[config.mk]
export PLATFORM = sky130hd
export DESIGN_NAME = cpuTop
export DESIGN_NICKNAME = d
export VERILOG_FILES = /design/src/cpuPkg.sv /design/src/aluUnit.sv /design/src/controlFsm.sv /design/src/cpuTop.sv /design/src/datapath.sv /design/src/instrDecode.sv /design/src/regFile.sv
export VERILOG_INCLUDE_DIRS = /design/src /design/src/include
export SDC_FILE = /design/constraint.sdc
export NUM_CORES = 1
export LEC_CHECK = 0
export ABC_AREA = 1
export BUFFER_PORTS_ARGS = -buffer_cell sky130_fd_sc_hd__clkbuf_2
export CAP_MARGIN = 5
export CORE_UTILIZATION = 58
export CTS_CLUSTER_SIZE = 24
export DETAILED_ROUTE_END_ITERATION = 8
export MAX_ROUTING_LAYER = met4
export PLACE_DENSITY = 0.78
export SETUP_SLACK_MARGIN = 0.05
export SYNTH_ARGS = -nofsm -noshare
export SYNTH_HDL_FRONTEND = slang
export SYNTH_SLANG_ARGS = --single-unit
[constraint.sdc]
create_clock -name Clock -period 5.2 [get_ports Clock]
set_input_delay 0 -clock Clock [delete_from_list [all_inputs] [get_ports Clock]]
set_output_delay 0 -clock Clock [all_outputs]
set_load 0.005 [all_outputs]
[src/include/cpu_defines.svh]
/*
 * cpu sizing constants
 * word width, register file shape, immediate width and reset vector
 */
`ifndef CPU_DEFINES_SVH
`define CPU_DEFINES_SVH

// data and address width
`define CPU_DATA_W 16

// r0..r7, r7 is the pc
`define CPU_REG_NUM 8
`define CPU_REG_IDX_W 3
`define CPU_PC_IDX 7

// DDDDDDDDD field of the instruction word
`define CPU_IMM_W 9

// first fetch address
`define CPU_RESET_PC 0

`endif

[src/cpuPkg.sv]
/*
 * cpu types
 * opcodes, branch conditions, time steps, bus sources and the control word
 */
`default_nettype none

`include "cpu_defines.svh"

package cpuPkg;

    typedef logic [`CPU_DATA_W-1:0] wordT;
    typedef logic [`CPU_REG_IDX_W-1:0] regIdxT;

    // III field, opBr is mvt when M=1
    typedef enum logic [2:0] {
        opMv  = 3'b000,
        opBr  = 3'b001,
        opAdd = 3'b010,
        opSub = 3'b011,
        opLd  = 3'b100,
        opSt  = 3'b101,
        opAnd = 3'b110,
        opCmp = 3'b111
    } opcodeT;

    // branch condition, carried in the rX field
    typedef enum logic [2:0] {
        condAl   = 3'b000,
        condEq   = 3'b001,
        condNe   = 3'b010,
        condCc   = 3'b011,
        condCs   = 3'b100,
        condPl   = 3'b101,
        condMi   = 3'b110,
        condLink = 3'b111 // never taken
    } condT;

    typedef enum logic [2:0] {
        tFetch, tWaitMem, tLoadIr, tExec1, tExec2, tExec3
    } tStepT;

    typedef enum logic [2:0] {
        selRx, selRy, selPc, selG, selImmSext, selImmHigh, selDin
    } busSelT;

    typedef enum logic [1:0] {
        aluAdd, aluSub, aluAnd
    } aluOpT;

    typedef struct packed {
        logic c; // carry out
        logic n; // sign of result
        logic z; // result zero
    } flagsT;

    typedef struct packed {
        opcodeT opcode;
        logic   imm;     // M bit, immediate operand
        regIdxT rX;      // also the branch condition
        regIdxT rY;
        wordT   immSext; // DDDDDDDDD sign extended
        wordT   immHigh; // low byte << 8 for mvt
    } instrT;

    typedef struct packed {
        busSelT busSel;
        aluOpT  aluOp;
        logic   rxWr;
        logic   aWr;
        logic   gWr;
        logic   flagWr;
        logic   addrWr;
        logic   doutWr;
        logic   wrNext;  // w goes high next cycle
        logic   pcInc;
        logic   pcLoad;
    } ctrlT;

endpackage

`default_nettype wire

[src/aluUnit.sv]
/*
 * alu with A and G registers and the c/n/z flag register
 * add, sub and and with A as the left operand and the bus as the right
 */
`default_nettype none

`include "cpu_defines.svh"

module aluUnit import cpuPkg::*; (
    input  logic  Clock,
    input  logic  rstN,
    input  wordT  bus,
    input  aluOpT aluOp,
    input  logic  aWr,
    input  logic  gWr,
    input  logic  flagWr,
    output wordT  g,
    output flagsT flags
);

    wordT a;
    wordT result;
    logic carry;

    always_ff @(posedge Clock) begin
        if (aWr) a <= bus;
        if (gWr) g <= result;
    end

    // carry out of the 17-bit sum
    always_comb begin
        case (aluOp)
            aluSub:  {carry, result} = {1'b0, a} + {1'b0, ~bus} + 1'b1;
            aluAnd: begin
                result = a & bus;
                carry  = 1'b0; // no carry for logic ops
            end
            default: {carry, result} = {1'b0, a} + {1'b0, bus};
        endcase
    end

    // flags come from the live result so cmp needs no G write
    always_ff @(posedge Clock or negedge rstN) begin
        if (!rstN) begin
            flags <= '0;
        end else if (flagWr) begin
            flags.c <= carry;
            flags.n <= result[`CPU_DATA_W-1];
            flags.z <= (result == '0);
        end
    end

endmodule

`default_nettype wire

[src/controlFsm.sv]
/*
 * time-step control FSM
 * fetch, wait, load IR, then up to three execute steps per instruction
 */
`default_nettype none

module controlFsm import cpuPkg::*; (
    input  logic  Clock,
    input  logic  rstN,
    input  logic  run,
    input  instrT instr,
    input  flagsT flags,
    output ctrlT  ctrl,
    output logic  irWr,
    output logic  done
);

    tStepT  stepQ;
    tStepT  stepD;
    logic   condTrue;
    busSelT opndSel;
    aluOpT  aluSel;

    always_ff @(posedge Clock or negedge rstN) begin
        if (!rstN) begin
            stepQ <= tFetch;
        end else begin
            stepQ <= stepD;
        end
    end

    // next step, short instructions return early on done
    always_comb begin
        case (stepQ)
            tFetch:   stepD = run ? tWaitMem : tFetch; // hold while stopped
            tWaitMem: stepD = tLoadIr;
            tLoadIr:  stepD = tExec1;
            tExec1:   stepD = done ? tFetch : tExec2;
            tExec2:   stepD = done ? tFetch : tExec3;
            tExec3:   stepD = tFetch;
            default:  stepD = tFetch;
        endcase
    end

    // branch condition against current flags
    always_comb begin
        case (condT'(instr.rX))
            condAl:  condTrue = 1'b1;
            condEq:  condTrue = flags.z;
            condNe:  condTrue = !flags.z;
            condCc:  condTrue = !flags.c;
            condCs:  condTrue = flags.c;
            condPl:  condTrue = !flags.n;
            condMi:  condTrue = flags.n;
            default: condTrue = 1'b0; // 111 never taken
        endcase
    end

    // second operand, register or immediate
    assign opndSel = instr.imm ? selImmSext : selRy;

    // alu function per opcode, cmp subtracts
    always_comb begin
        case (instr.opcode)
            opSub, opCmp: aluSel = aluSub;
            opAnd:        aluSel = aluAnd;
            default:      aluSel = aluAdd; // add and branch target
        endcase
    end

    always_comb begin
        ctrl        = '0;
        ctrl.busSel = selPc;
        ctrl.aluOp  = aluSel;
        irWr        = 1'b0;
        done        = 1'b0;

        case (stepQ)
            tFetch: begin
                ctrl.busSel = selPc;
                ctrl.addrWr = 1'b1;
                ctrl.pcInc  = run; // pc moves only when running
            end
            tWaitMem: ; // synchronous memory latency
            tLoadIr: irWr = 1'b1;
            tExec1: begin
                case (instr.opcode)
                    opMv: begin
                        ctrl.busSel = opndSel;
                        ctrl.rxWr   = 1'b1;
                        done        = 1'b1;
                    end
                    opBr: begin
                        if (instr.imm) begin // mvt
                            ctrl.busSel = selImmHigh;
                            ctrl.rxWr   = 1'b1;
                            done        = 1'b1;
                        end else begin // branch, A <- pc
                            ctrl.busSel = selPc;
                            ctrl.aWr    = 1'b1;
                        end
                    end
                    opAdd, opSub, opAnd, opCmp: begin
                        ctrl.busSel = selRx;
                        ctrl.aWr    = 1'b1;
                    end
                    opLd, opSt: begin
                        ctrl.busSel = selRy; // address from rY
                        ctrl.addrWr = 1'b1;
                    end
                    default: ;
                endcase
            end
            tExec2: begin
                case (instr.opcode)
                    opAdd, opSub, opAnd: begin
                        ctrl.busSel = opndSel;
                        ctrl.gWr    = 1'b1;
                        ctrl.flagWr = 1'b1;
                    end
                    opCmp: begin
                        ctrl.busSel = opndSel;
                        ctrl.flagWr = 1'b1; // flags only, G untouched
                        done        = 1'b1;
                    end
                    opBr: begin
                        ctrl.busSel = selImmSext; // G <- pc + offset
                        ctrl.gWr    = 1'b1;
                    end
                    opSt: begin
                        ctrl.busSel = selRx;
                        ctrl.doutWr = 1'b1;
                        ctrl.wrNext = 1'b1;
                    end
                    default: ; // ld waits for memory
                endcase
            end
            tExec3: begin
                case (instr.opcode)
                    opAdd, opSub, opAnd: begin
                        ctrl.busSel = selG;
                        ctrl.rxWr   = 1'b1;
                    end
                    opLd: begin
                        ctrl.busSel = selDin;
                        ctrl.rxWr   = 1'b1;
                    end
                    opBr: begin
                        ctrl.busSel = selG;
                        ctrl.pcLoad = condTrue;
                    end
                    default: ; // st, w is high this step
                endcase
                done = 1'b1;
            end
            default: ;
        endcase
    end

endmodule

`default_nettype wire

[src/cpuTop.sv]
/*
 * multicycle bus processor, top level
 * decoder, control FSM and datapath
 */
`default_nettype none

module cpuTop import cpuPkg::*; (
    input  logic Clock,
    input  logic rstN,
    input  logic run,
    input  wordT din,
    output wordT addr,
    output wordT dout,
    output logic w,
    output logic done
);

    instrT instr;
    ctrlT  ctrl;
    flagsT flags;
    logic  irWr;

    instrDecode instrDecode_i (
        .Clock (Clock),
        .rstN  (rstN),
        .irWr  (irWr),
        .din   (din),
        .instr (instr)
    );

    controlFsm controlFsm_i (
        .Clock (Clock),
        .rstN  (rstN),
        .run   (run),
        .instr (instr),
        .flags (flags),
        .ctrl  (ctrl),
        .irWr  (irWr),
        .done  (done)
    );

    datapath datapath_i (
        .Clock (Clock),
        .rstN  (rstN),
        .ctrl  (ctrl),
        .instr (instr),
        .din   (din),
        .flags (flags),
        .addr  (addr),
        .dout  (dout),
        .w     (w)
    );

endmodule

`default_nettype wire

[src/datapath.sv]
/*
 * datapath, internal bus mux and the memory-side registers
 * holds the register file and alu
 */
`default_nettype none

module datapath import cpuPkg::*; (
    input  logic  Clock,
    input  logic  rstN,
    input  ctrlT  ctrl,
    input  instrT instr,
    input  wordT  din,
    output flagsT flags,
    output wordT  addr,
    output wordT  dout,
    output logic  w
);

    wordT bus;
    wordT rxVal;
    wordT ryVal;
    wordT pc;
    wordT g;

    regFile regFile_i (
        .Clock  (Clock),
        .rstN   (rstN),
        .bus    (bus),
        .wrEn   (ctrl.rxWr),
        .wrIdx  (instr.rX),   // only rX is ever a destination
        .pcInc  (ctrl.pcInc),
        .pcLoad (ctrl.pcLoad),
        .rdX    (instr.rX),
        .rdY    (instr.rY),
        .rxVal  (rxVal),
        .ryVal  (ryVal),
        .pc     (pc)
    );

    aluUnit aluUnit_i (
        .Clock  (Clock),
        .rstN   (rstN),
        .bus    (bus),
        .aluOp  (ctrl.aluOp),
        .aWr    (ctrl.aWr),
        .gWr    (ctrl.gWr),
        .flagWr (ctrl.flagWr),
        .g      (g),
        .flags  (flags)
    );

    // one bus source per step
    always_comb begin
        case (ctrl.busSel)
            selRx:      bus = rxVal;
            selRy:      bus = ryVal;
            selPc:      bus = pc;
            selG:       bus = g;
            selImmSext: bus = instr.immSext;
            selImmHigh: bus = instr.immHigh;
            selDin:     bus = din;
            default:    bus = '0;
        endcase
    end

    // memory port, w trails wrNext by one cycle
    always_ff @(posedge Clock or negedge rstN) begin
        if (!rstN) begin
            addr <= '0;
            dout <= '0;
            w    <= 1'b0;
        end else begin
            if (ctrl.addrWr) addr <= bus;
            if (ctrl.doutWr) dout <= bus;
            w <= ctrl.wrNext;
        end
    end

endmodule

`default_nettype wire

[src/instrDecode.sv]
/*
 * instruction register and field decode
 * splits IR into opcode, register fields and both immediate forms
 */
`default_nettype none

`include "cpu_defines.svh"

module instrDecode import cpuPkg::*; (
    input  logic  Clock,
    input  logic  rstN,
    input  logic  irWr,
    input  wordT  din,
    output instrT instr
);

    wordT irQ;

    // capture memory word in tLoadIr
    always_ff @(posedge Clock or negedge rstN) begin
        if (!rstN) begin
            irQ <= '0;
        end else if (irWr) begin
            irQ <= din;
        end
    end

    // format III M XXX DDDDDDDDD, rY in the low 3 bits
    always_comb begin
        instr.opcode = opcodeT'(irQ[15:13]);
        instr.imm    = irQ[12];
        instr.rX     = irQ[11:9];
        instr.rY     = irQ[2:0];
        instr.immSext = {{(`CPU_DATA_W - `CPU_IMM_W){irQ[`CPU_IMM_W-1]}},
                         irQ[`CPU_IMM_W-1:0]};
        instr.immHigh = {irQ[7:0], 8'h00}; // mvt operand
    end

endmodule

`default_nettype wire

[src/regFile.sv]
/*
 * register file, r0..r6 plus the pc in r7
 * pc loads from the bus or increments
 */
`default_nettype none

`include "cpu_defines.svh"

module regFile import cpuPkg::*; (
    input  logic   Clock,
    input  logic   rstN,
    input  wordT   bus,
    input  logic   wrEn,
    input  regIdxT wrIdx,
    input  logic   pcInc,
    input  logic   pcLoad,
    input  regIdxT rdX,
    input  regIdxT rdY,
    output wordT   rxVal,
    output wordT   ryVal,
    output wordT   pc
);

    wordT regs [`CPU_REG_NUM-1];
    wordT view [`CPU_REG_NUM];   // r0..r7 as seen by the read ports
    logic pcWr;

    // general registers
    always_ff @(posedge Clock) begin
        for (int i = 0; i < `CPU_REG_NUM - 1; i++) begin
            if (wrEn && wrIdx == regIdxT'(i)) begin
                regs[i] <= bus;
            end
        end
    end

    // write to r7 or a taken branch
    assign pcWr = pcLoad || (wrEn && wrIdx == regIdxT'(`CPU_PC_IDX));

    always_ff @(posedge Clock or negedge rstN) begin
        if (!rstN) begin
            pc <= wordT'(`CPU_RESET_PC);
        end else if (pcWr) begin
            pc <= bus; // load wins over increment
        end else if (pcInc) begin
            pc <= pc + 1'b1;
        end
    end

    always_comb begin
        for (int i = 0; i < `CPU_REG_NUM - 1; i++) begin
            view[i] = regs[i];
        end
        view[`CPU_PC_IDX] = pc;
    end

    assign rxVal = view[rdX];
    assign ryVal = view[rdY];

endmodule

`default_nettype wire

==> key figures, run 1 <==
Outcome
  – Outcome: finished, violations left
  – Violations in the final reports: design-rule violations

Cells and area
  – Area taken by multi-input logic gates: 5950 um2
  – Core Util, Final: 0.666
  – Signed area change from the synthesized netlist to the final layout: 12.0%
  – Area taken by flip-flops and latches: 6100 um2
  – Non-filler cells in the finished layout: 1,946
  – Diodes inserted: 0
  – Fraction of layout instances using a drive strength above 1: 0.130
  – FILL cells: 1,840
  – Number of nets in the layout: 1,708

Global routing
  – Overflow left after global routing: 0
  – Pin count of the biggest net entering global routing: 93
  – Vias in the first global route: 11,200
  – Wire length of the first global-routing pass: 65.0 mm
  – Number of antenna violations at the first check in global routing: 0
  – Global routing usage summed across all routing layers: 0.381

Logic synthesis
  – Asr flop ratio synth: 0.330
  – Most common flop cell mapped by yosys: sky130_fd_sc_hd__edfxtp_1
  – Syn Inst Count: 1,591
  – Number of register bits inferred by synthesis: 215
  – Number of distinct library cell variants in the gate-level netlist after synthesis: 57
  – Mean area per synthesized cell: 8.20 um2
  – Post-Synthesis Net Count: 1,651
  – Syn Std Cell Area: 13,100 um2
  – Sequential area share after synthesis: 0.467
  – Count of flip-flops with a built-in enable after synthesis: 144
  – Yosys warns: 0

Timing
  – Sum Neg Setup Slack: 0 ns
  – Worst setup skew after layout: 0.0255 ns
  – Setup slack of the critical path after layout: 0.635 ns
  – Number of hold violations in the final report: 0
  – Setup repair after global routing missed its margin: false
  – Slew at the pin closest to its max-slew limit: 1.17 ns
  – Final clock period utilization by the worst path: 0.878
  – Maximum achievable frequency: 219 MHz
  – Relative slew slack: 0.223
  – Minimum clock period after layout: 4.56 ns
  – Pins over their slew limit: 0
  – Count of endpoints failing setup in the final report: 0

Placement
  – Total instance count after detailed placement: 1,885
  – Worst-case setup slack after placement: 0.742 ns
  – Buffers added on ports: 52
  – Post-detail-place hpwl: 29.8 mm
  – Final weighted congestion of routability-driven global placement: 1.01

Setup path
  – Data arrival time of the worst path: 5.04 ns
  – Largest driver fanout on the critical path: 17
  – Critical Setup Path Class: reg -> reg
  – Kind of capture point of the worst setup path: flip-flop
  – Slowest-stage cell, CP: sky130_fd_sc_hd__fa_1
  – Category of the worst setup path launch point: flip-flop
  – Critical path data required time: 5.68 ns
  – Path depth of the worst reg2reg path: 25
  – Slowest Stage Delay on Critical Path: 0.58 ns

Drt
  – DR top layer: met4
  – 1st-pass router iterations: 9
  – Wire length reported by the detailed router: 42.2 mm
  – Routed via count: 11,800
  – Wire length on met3: 4.30 mm
  – Post-DR vias/cell: 6.09
  – Number of nets with antenna violations after routing: 0
  – Number of violations reported at the end of detailed-routing iteration 0: 1,531
  – Routed metal-1 wirelength: 17.7 mm
  – Detail-routed net length per standard cell: 21.7 um
  – Met2 routed WL: 18.6 mm
  – DRC: 6

Clocking
  – Root buffer cell: sky130_fd_sc_hd__clkbuf_16
  – TritonCTS clock tree: built
  – Post-CTS Repair Setup Buffers: 0
  – Number of clock sinks: 215
  – Count of hold buffers inserted by post-cts repair: 17
  – Clock slew seen by the registers of the worst setup and hold paths: 0.07 ns
  – Num CTS Buffers: 24
  – Number of gates given a new drive strength after cts: 0
  – Clk_lat worst skew: 0.53 ns
  – Bufs on Longest Clock Path: 3
  – Deepest level of the CTS H-tree: 1

Min path
  – Hold/Removal Path Class: in -> async

Floorplan
  – Placeable core region: 22,000 um2
  – Height of the die: 152 um
  – Core Rows: 54
  – Number of placed I/O pins: 53
  – Effective utilization at floorplan: 0.594
  – Die X-Extent: 152 um
  – Die ar.: 23,100 um2

Run
  – Max Cap Viol: 0
[worst max-delay path, delay by kind of cell (launching register included)]
family	cells	cell delay [ns]
adder cells (fa/ha/maj)	1	0.58
flip-flops	1	0.54
buffers and inverters	3	0.57
AND/OR/NAND/NOR	20	2.72
AO/OA/AOI/OAI	1	0.08
[worst paths after layout]
path	startpoint	endpoint	slack [ns]
max in group asynchronous	rstN	instrDecode_i.irQ[0]$_DFFE_PN0P_	4.38
max	instrDecode_i.irQ[14]$_DFFE_PN0P_	datapath_i.aluUnit_i.flags[0]$_DFFE_PN0P_	0.64
max reg2reg	instrDecode_i.irQ[14]$_DFFE_PN0P_	datapath_i.aluUnit_i.flags[0]$_DFFE_PN0P_	0.64
min reg2reg	datapath_i.addr[0]$_DFFE_PN0P_	datapath_i.addr[0]$_DFFE_PN0P_	0.49
min	rstN	instrDecode_i.irQ[9]$_DFFE_PN0P_	0.18
min in group Clock	run	datapath_i.regFile_i.pc[0]$_DFFE_PN0P_	0.27
[cell usage in the layout, fill, tap and decap left out, types with 5 or more instances in the layout]
cell	n
sky130_fd_sc_hd__ha_1	39
sky130_fd_sc_hd__nor3_1	8
sky130_fd_sc_hd__o211ai_1	8
sky130_fd_sc_hd__a31oi_1	6
sky130_fd_sc_hd__nand2_2	6
sky130_fd_sc_hd__o211ai_2	5
sky130_fd_sc_hd__clkbuf_16	25
sky130_fd_sc_hd__a32oi_1	5
sky130_fd_sc_hd__nand3b_1	6
sky130_fd_sc_hd__clkinv_2	6
sky130_fd_sc_hd__nand3_1	99
sky130_fd_sc_hd__xor2_1	9
sky130_fd_sc_hd__edfxtp_1	144
sky130_fd_sc_hd__nand4_1	13
sky130_fd_sc_hd__nand2_1	429
sky130_fd_sc_hd__a21oi_2	6
sky130_fd_sc_hd__o21ai_1	30
sky130_fd_sc_hd__buf_4	23
sky130_fd_sc_hd__o21ai_0	118
sky130_fd_sc_hd__nor3_2	7
sky130_fd_sc_hd__nand3_2	17
sky130_fd_sc_hd__nor2_4	15
sky130_fd_sc_hd__inv_1	186
sky130_fd_sc_hd__o22ai_1	40
sky130_fd_sc_hd__dfrtp_1	70
sky130_fd_sc_hd__o21ai_2	8
sky130_fd_sc_hd__nor2_2	6
sky130_fd_sc_hd__clkbuf_2	51
sky130_fd_sc_hd__inv_2	11
sky130_fd_sc_hd__dlygate4sd3_1	17
sky130_fd_sc_hd__clkinv_1	7
sky130_fd_sc_hd__nor2_1	97
sky130_fd_sc_hd__o2111ai_1	13
sky130_fd_sc_hd__o31ai_1	8
sky130_fd_sc_hd__mux2i_1	5
sky130_fd_sc_hd__a21oi_1	73
[state kept, by name, summed over array words and instances (netlist names)]
register,cells
datapath_i.regFile_i.regs,112
datapath_i.aluUnit_i.flags,3
datapath_i.dout,16
datapath_i.addr,16
datapath_i.w,1
instrDecode_i.irQ,16
datapath_i.regFile_i.pc,16
controlFsm_i.stepQ,3
datapath_i.aluUnit_i.g,16
datapath_i.aluUnit_i.a,16
[synth_stat cells, types with 3 or more instances]
library cell | n | area share
sky130_fd_sc_hd__nand2_1 | 429 | 0.12
sky130_fd_sc_hd__inv_1 | 186 | 0.053
sky130_fd_sc_hd__edfxtp_1 | 144 | 0.33
sky130_fd_sc_hd__o21ai_0 | 119 | 0.046
sky130_fd_sc_hd__nand3_1 | 99 | 0.038
sky130_fd_sc_hd__nor2_1 | 97 | 0.028
sky130_fd_sc_hd__a21oi_1 | 73 | 0.028
sky130_fd_sc_hd__dfrtp_1 | 71 | 0.14
sky130_fd_sc_hd__clkbuf_1 | 45 | 0.013
sky130_fd_sc_hd__o22ai_1 | 40 | 0.019
sky130_fd_sc_hd__ha_1 | 39 | 0.037
sky130_fd_sc_hd__o21ai_1 | 29 | 0.011
sky130_fd_sc_hd__nand3_2 | 17 | 0.013
sky130_fd_sc_hd__nor2_4 | 15 | 0.013
sky130_fd_sc_hd__nor3_1 | 14 | 0.0054
sky130_fd_sc_hd__nand4_1 | 13 | 0.0062
sky130_fd_sc_hd__o2111ai_1 | 13 | 0.0087
sky130_fd_sc_hd__inv_2 | 11 | 0.0032
sky130_fd_sc_hd__buf_2 | 10 | 0.0038
sky130_fd_sc_hd__xor2_1 | 9 | 0.0060
sky130_fd_sc_hd__o211ai_1 | 8 | 0.0046
sky130_fd_sc_hd__o21ai_2 | 8 | 0.0054
sky130_fd_sc_hd__o31ai_1 | 8 | 0.0046
sky130_fd_sc_hd__a21oi_2 | 6 | 0.0040
sky130_fd_sc_hd__a31oi_1 | 6 | 0.0029
sky130_fd_sc_hd__nand2_2 | 6 | 0.0029
sky130_fd_sc_hd__nand3b_1 | 6 | 0.0035
sky130_fd_sc_hd__nor2_2 | 6 | 0.0029
sky130_fd_sc_hd__a32oi_1 | 5 | 0.0034
sky130_fd_sc_hd__mux2i_1 | 5 | 0.0038
sky130_fd_sc_hd__o211ai_2 | 5 | 0.0048
sky130_fd_sc_hd__and2_1 | 4 | 0.0019
sky130_fd_sc_hd__buf_1 | 4 | 0.0012
sky130_fd_sc_hd__clkinv_1 | 4 | 0.0012
sky130_fd_sc_hd__nand2_4 | 4 | 0.0035
sky130_fd_sc_hd__nand3b_2 | 4 | 0.0035
sky130_fd_sc_hd__inv_4 | 3 | 0.0014
[stage by stage]
stage | instance area [um2] | hold slack (ns)
finish | 14600 | 0.179
global route | 14600 | 0.264
CTS | 14600 | 0.198
detailed placement | 13600 | 0.197
global placement | 13600 | 0.188
floorplan | 13100 | -0.296
[kinds of logic (layout without fill, tap and decap cells)]
group           count (synthesis)  count (layout)  synth area share
simple gates                  723             723             0.252
compound gates                331             331             0.150
buf+inv                       266             341            0.0793
flops                         215             215             0.467
fa+ha+maj                      41              41            0.0405
xor+xnor                       10              10           0.00671
mux                             5               5           0.00383
[layer usage]
layer	track usage	vias up
li1	-	5463
met1	0.535	5597
met2	0.569	679
met3	0.0511	108
met4	0.132	0
met5	-	-
[final cells by class]
type	instances	area share
Sequential cell	215	0.417
Multi-Input combinational cell	1110	0.407
Inverter	204	0.0529
Timing Repair Buffer	93	0.0437
Clock buffer	26	0.0431
Tap cell	280	0.0240
Clock inverter	18	0.0122
Power of run 1 is not shown: default switching activity piles up to over one toggle a cycle in this logic, so the estimate is an artifact.
==> run 2: changes to the inputs <==
- MAX_ROUTING_LAYER: met4 -> default
- clock period: 5.2 -> 4.9 ns (I/O delays scaled with it)
==> key figures, run 2 (synthesized netlist as in run 1, its figures left out) <==
Placement
  – Final weighted congestion of routability-driven global placement: 1.02 (+0.17%)
  – Post-placement cell area: 13,700 um2 (+0.18%)
  – Post-detail-place hpwl: 29.5 mm (-0.73%)
  – Worst-case setup slack after placement: 0.518 ns (-0.224 ns)
  – Buffers added on ports: 52 (unchanged)

Timing
  – Number of hold violations in the final report: 0 (unchanged)
  – Maximum achievable frequency: 219 MHz (+0.11%)
  – Setup slack of the critical path after layout: 0.340 ns (-0.295 ns)
  – Sum Neg Setup Slack: 0 ns (unchanged)
  – Relative slew slack: 0.180 (-0.0431)
  – Pins over their slew limit: 0 (unchanged)
  – Slew at the pin closest to its max-slew limit: 1.23 ns (+0.0633 ns)
  – Count of endpoints failing setup in the final report: 0 (unchanged)
  – Final clock period utilization by the worst path: 0.931 (+0.0527)
  – Setup repair after global routing missed its margin: false
  – Worst setup skew after layout: 0.0320 ns (+0.00650 ns)
  – Minimum clock period after layout: 4.56 ns (-0.00494 ns)

Clocking
  – Number of clock sinks: 215 (unchanged)
  – TritonCTS clock tree: built
  – Bufs on Longest Clock Path: 3 (unchanged)
  – Deepest level of the CTS H-tree: 1 (unchanged)
  – Clock slew seen by the registers of the worst setup and hold paths: 0.06 ns (about the same)
  – Clk_lat worst skew: 0.55 ns (+0.02 ns)
  – Num CTS Buffers: 24 (unchanged)
  – Root buffer cell: sky130_fd_sc_hd__clkbuf_16

Cells and area
  – Finished Cell Area: 14,700 um2 (+0.49%)
  – Number of flip-flops under the largest register name: 112 (unchanged)
  – Fraction of layout instances using a drive strength above 1: 0.137 (+0.00715)
  – Diodes inserted: 0 (unchanged)
  – Register name with the most flops: datapath_i.regFile_i.regs
  – Commonest cells after routing, fill and taps aside: sky130_fd_sc_hd__nand2_1 (429), sky130_fd_sc_hd__inv_1 (185), sky130_fd_sc_hd__edfxtp_1 (144)
  – Leading cell type in the layout, fill and taps excluded: sky130_fd_sc_hd__nand2_1
  – Number of nets in the layout: 1,716 (+0.47%)
  – Signed area change from the synthesized netlist to the final layout: 12.5%

Setup path
  – Largest driver fanout on the critical path: 17 (unchanged)
  – Data arrival time of the worst path: 5.01 ns (-0.03 ns)
  – Flop2flop setup slack: 0.34 ns (-0.30 ns)
  – Kind of capture point of the worst setup path: flip-flop
  – Worst r2r src: instrDecode_i.irQ[14]$_DFFE_PN0P_
  – Category of the worst setup path launch point: flip-flop
  – Reg2Reg Capture Point: datapath_i.aluUnit_i.flags[0]$_DFFE_PN0P_
  – Critical Setup Path Class: reg -> reg
  – Path depth of the worst reg2reg path: 25 (unchanged)
  – Critical path data required time: 5.35 ns (-0.33 ns)

Global routing
  – GR Util met3: 0.0559 (+0.00485)
  – Met1 GRT Util: 0.508 (-0.0270)
  – Global routing usage summed across all routing layers: 0.359 (-0.0221)
  – Met2 Track Usage GR: 0.563 (-0.00661)
  – Wire length of the first global-routing pass: 64.1 mm (-1.4%)
  – Number of antenna violations at the first check in global routing: 0 (unchanged)
  – Pin count of the biggest net entering global routing: 93 (unchanged)
  – Overflow left after global routing: 0 (unchanged)
  – Busiest layer in global routing: met2
  – Vias in the first global route: 11,500 (+3.3%)

Drt
  – 1st-pass router iterations: 7 (-2)
  – Routed via count: 12,100 (+2.5%)
  – Detail-routed net length per standard cell: 21.2 um (-2.1%)
  – Wire length reported by the detailed router: 41.4 mm (-1.7%)
  – Number of violations reported at the end of detailed-routing iteration 0: 1,571 (+2.6%)
  – DRC: 6 (unchanged)
  – Number of nets with antenna violations after routing: 0 (unchanged)
  – Post-DR vias/cell: 6.21 (+2.1%)

Run
  – Max Cap Viol: 0 (unchanged)

Floorplan
  – Die X-Extent: 152 um (unchanged)
  – Placeable core region: 22,000 um2 (unchanged)
  – Die ar.: 23,100 um2 (unchanged)
  – Number of placed I/O pins: 53 (unchanged)
  – Height of the die: 152 um (unchanged)
  – Core Rows: 54 (unchanged)
  – Effective utilization at floorplan: 0.594 (unchanged)

Min path
  – Hold/Removal Path Class: in -> async

Outcome
  – Outcome: finished, violations left
  – Violations in the final reports: design-rule violations
==> run 2: cell types whose count changed in the layout (fill, tap and decap cells not counted), sizes merged <==
cell,previous run,this run
buf,25,33
bufinv,3,2
clkbuf,77,79
clkinv,14,11
clkinvlp,4,6
==> run 2: repair_timing <==
| action | 4_1_cts | 5_1_grt |
|---|---|---|
| hold buffers | 17 | 0 |
| endpoints found under the setup margin | 0 | 1 |
| buffers inserted | 0 | 3 |
| endpoints found under the hold margin | 87 | 0 |
| gates resized for setup | 0 | 1 |
==> run 2: stage by stage <==
| step | utilization | std cells | hold WS [ns] |
|---|---|---|---|
| floorplan | - | 1591 | -0.296 |
| finish | 0.669 | 1954 | 0.139 |
| global route | 0.669 | 1954 | 0.233 |
| detailed placement | 0.622 | 1890 | 0.191 |
| global placement | 0.622 | 1890 | 0.181 |
| CTS | 0.668 | 1951 | 0.173 |
==> run 2: cell type report <==
cell class	instances	area (um2)
tap	280	350
inverter	204	777
multi-input combinational	1110	5950
fill	1771	7270
clock inverter	16	173
clock buffer	28	656
timing repair buffer	101	686
sequential	215	6100
==> run 2: how the worst max path moves through the flow <==
stage	startpoint	endpoint	slack (ns)	cells after the start
2_1_floorplan	instrDecode_i.irQ[14]$_DFFE_PN0P_	datapath_i.aluUnit_i.flags[0]$_DFFE_PN0P_	1.49	25
3_3_place_gp	instrDecode_i.irQ[14]$_DFFE_PN0P_	datapath_i.aluUnit_i.flags[0]$_DFFE_PN0P_	0.51	25
3_5_place_dp	instrDecode_i.irQ[14]$_DFFE_PN0P_	datapath_i.aluUnit_i.flags[0]$_DFFE_PN0P_	0.52	25
4_1_cts	instrDecode_i.irQ[14]$_DFFE_PN0P_	datapath_i.aluUnit_i.flags[0]$_DFFE_PN0P_	0.42	25
5_1_grt	instrDecode_i.irQ[14]$_DFFE_PN0P_	datapath_i.aluUnit_i.flags[0]$_DFFE_PN0P_	0.08	25
6_report	instrDecode_i.irQ[14]$_DFFE_PN0P_	datapath_i.aluUnit_i.flags[0]$_DFFE_PN0P_	0.34	25
==> run 2: critical path: stages (launching register included) <==
cell and delay [ns]:
sky130_fd_sc_hd__dfrtp_1 0.54, sky130_fd_sc_hd__inv_2 0.13, sky130_fd_sc_hd__nand2_1 0.09, sky130_fd_sc_hd__nand2_2 0.07
sky130_fd_sc_hd__nor2_4 0.30, sky130_fd_sc_hd__a21oi_2 0.08, sky130_fd_sc_hd__nand2_4 0.17, sky130_fd_sc_hd__nand3_4 0.20
sky130_fd_sc_hd__inv_4 0.20, sky130_fd_sc_hd__nand3_1 0.09, sky130_fd_sc_hd__nand3b_1 0.09, sky130_fd_sc_hd__or2_4 0.22
sky130_fd_sc_hd__ha_1 0.18, sky130_fd_sc_hd__inv_1 0.12, sky130_fd_sc_hd__fa_1 0.57, sky130_fd_sc_hd__nand3_1 0.13
sky130_fd_sc_hd__nand3_1 0.19, sky130_fd_sc_hd__nand3_1 0.19, sky130_fd_sc_hd__nand4_1 0.10, sky130_fd_sc_hd__nand3_1 0.12
sky130_fd_sc_hd__nand2_1 0.06, sky130_fd_sc_hd__nor2_1 0.23, sky130_fd_sc_hd__nand2_1 0.09, sky130_fd_sc_hd__nor2_1 0.12
sky130_fd_sc_hd__nand4_1 0.10, sky130_fd_sc_hd__nand2_1 0.10
==> run 2: per-layer routing <==
layer  vias up  wire [um]
li1       5482          -
met1      5710      16900
met2       822      18500
met3       128       4590
met4         0       1410
met5         -          0
Power of run 2 is left out for the same reason.
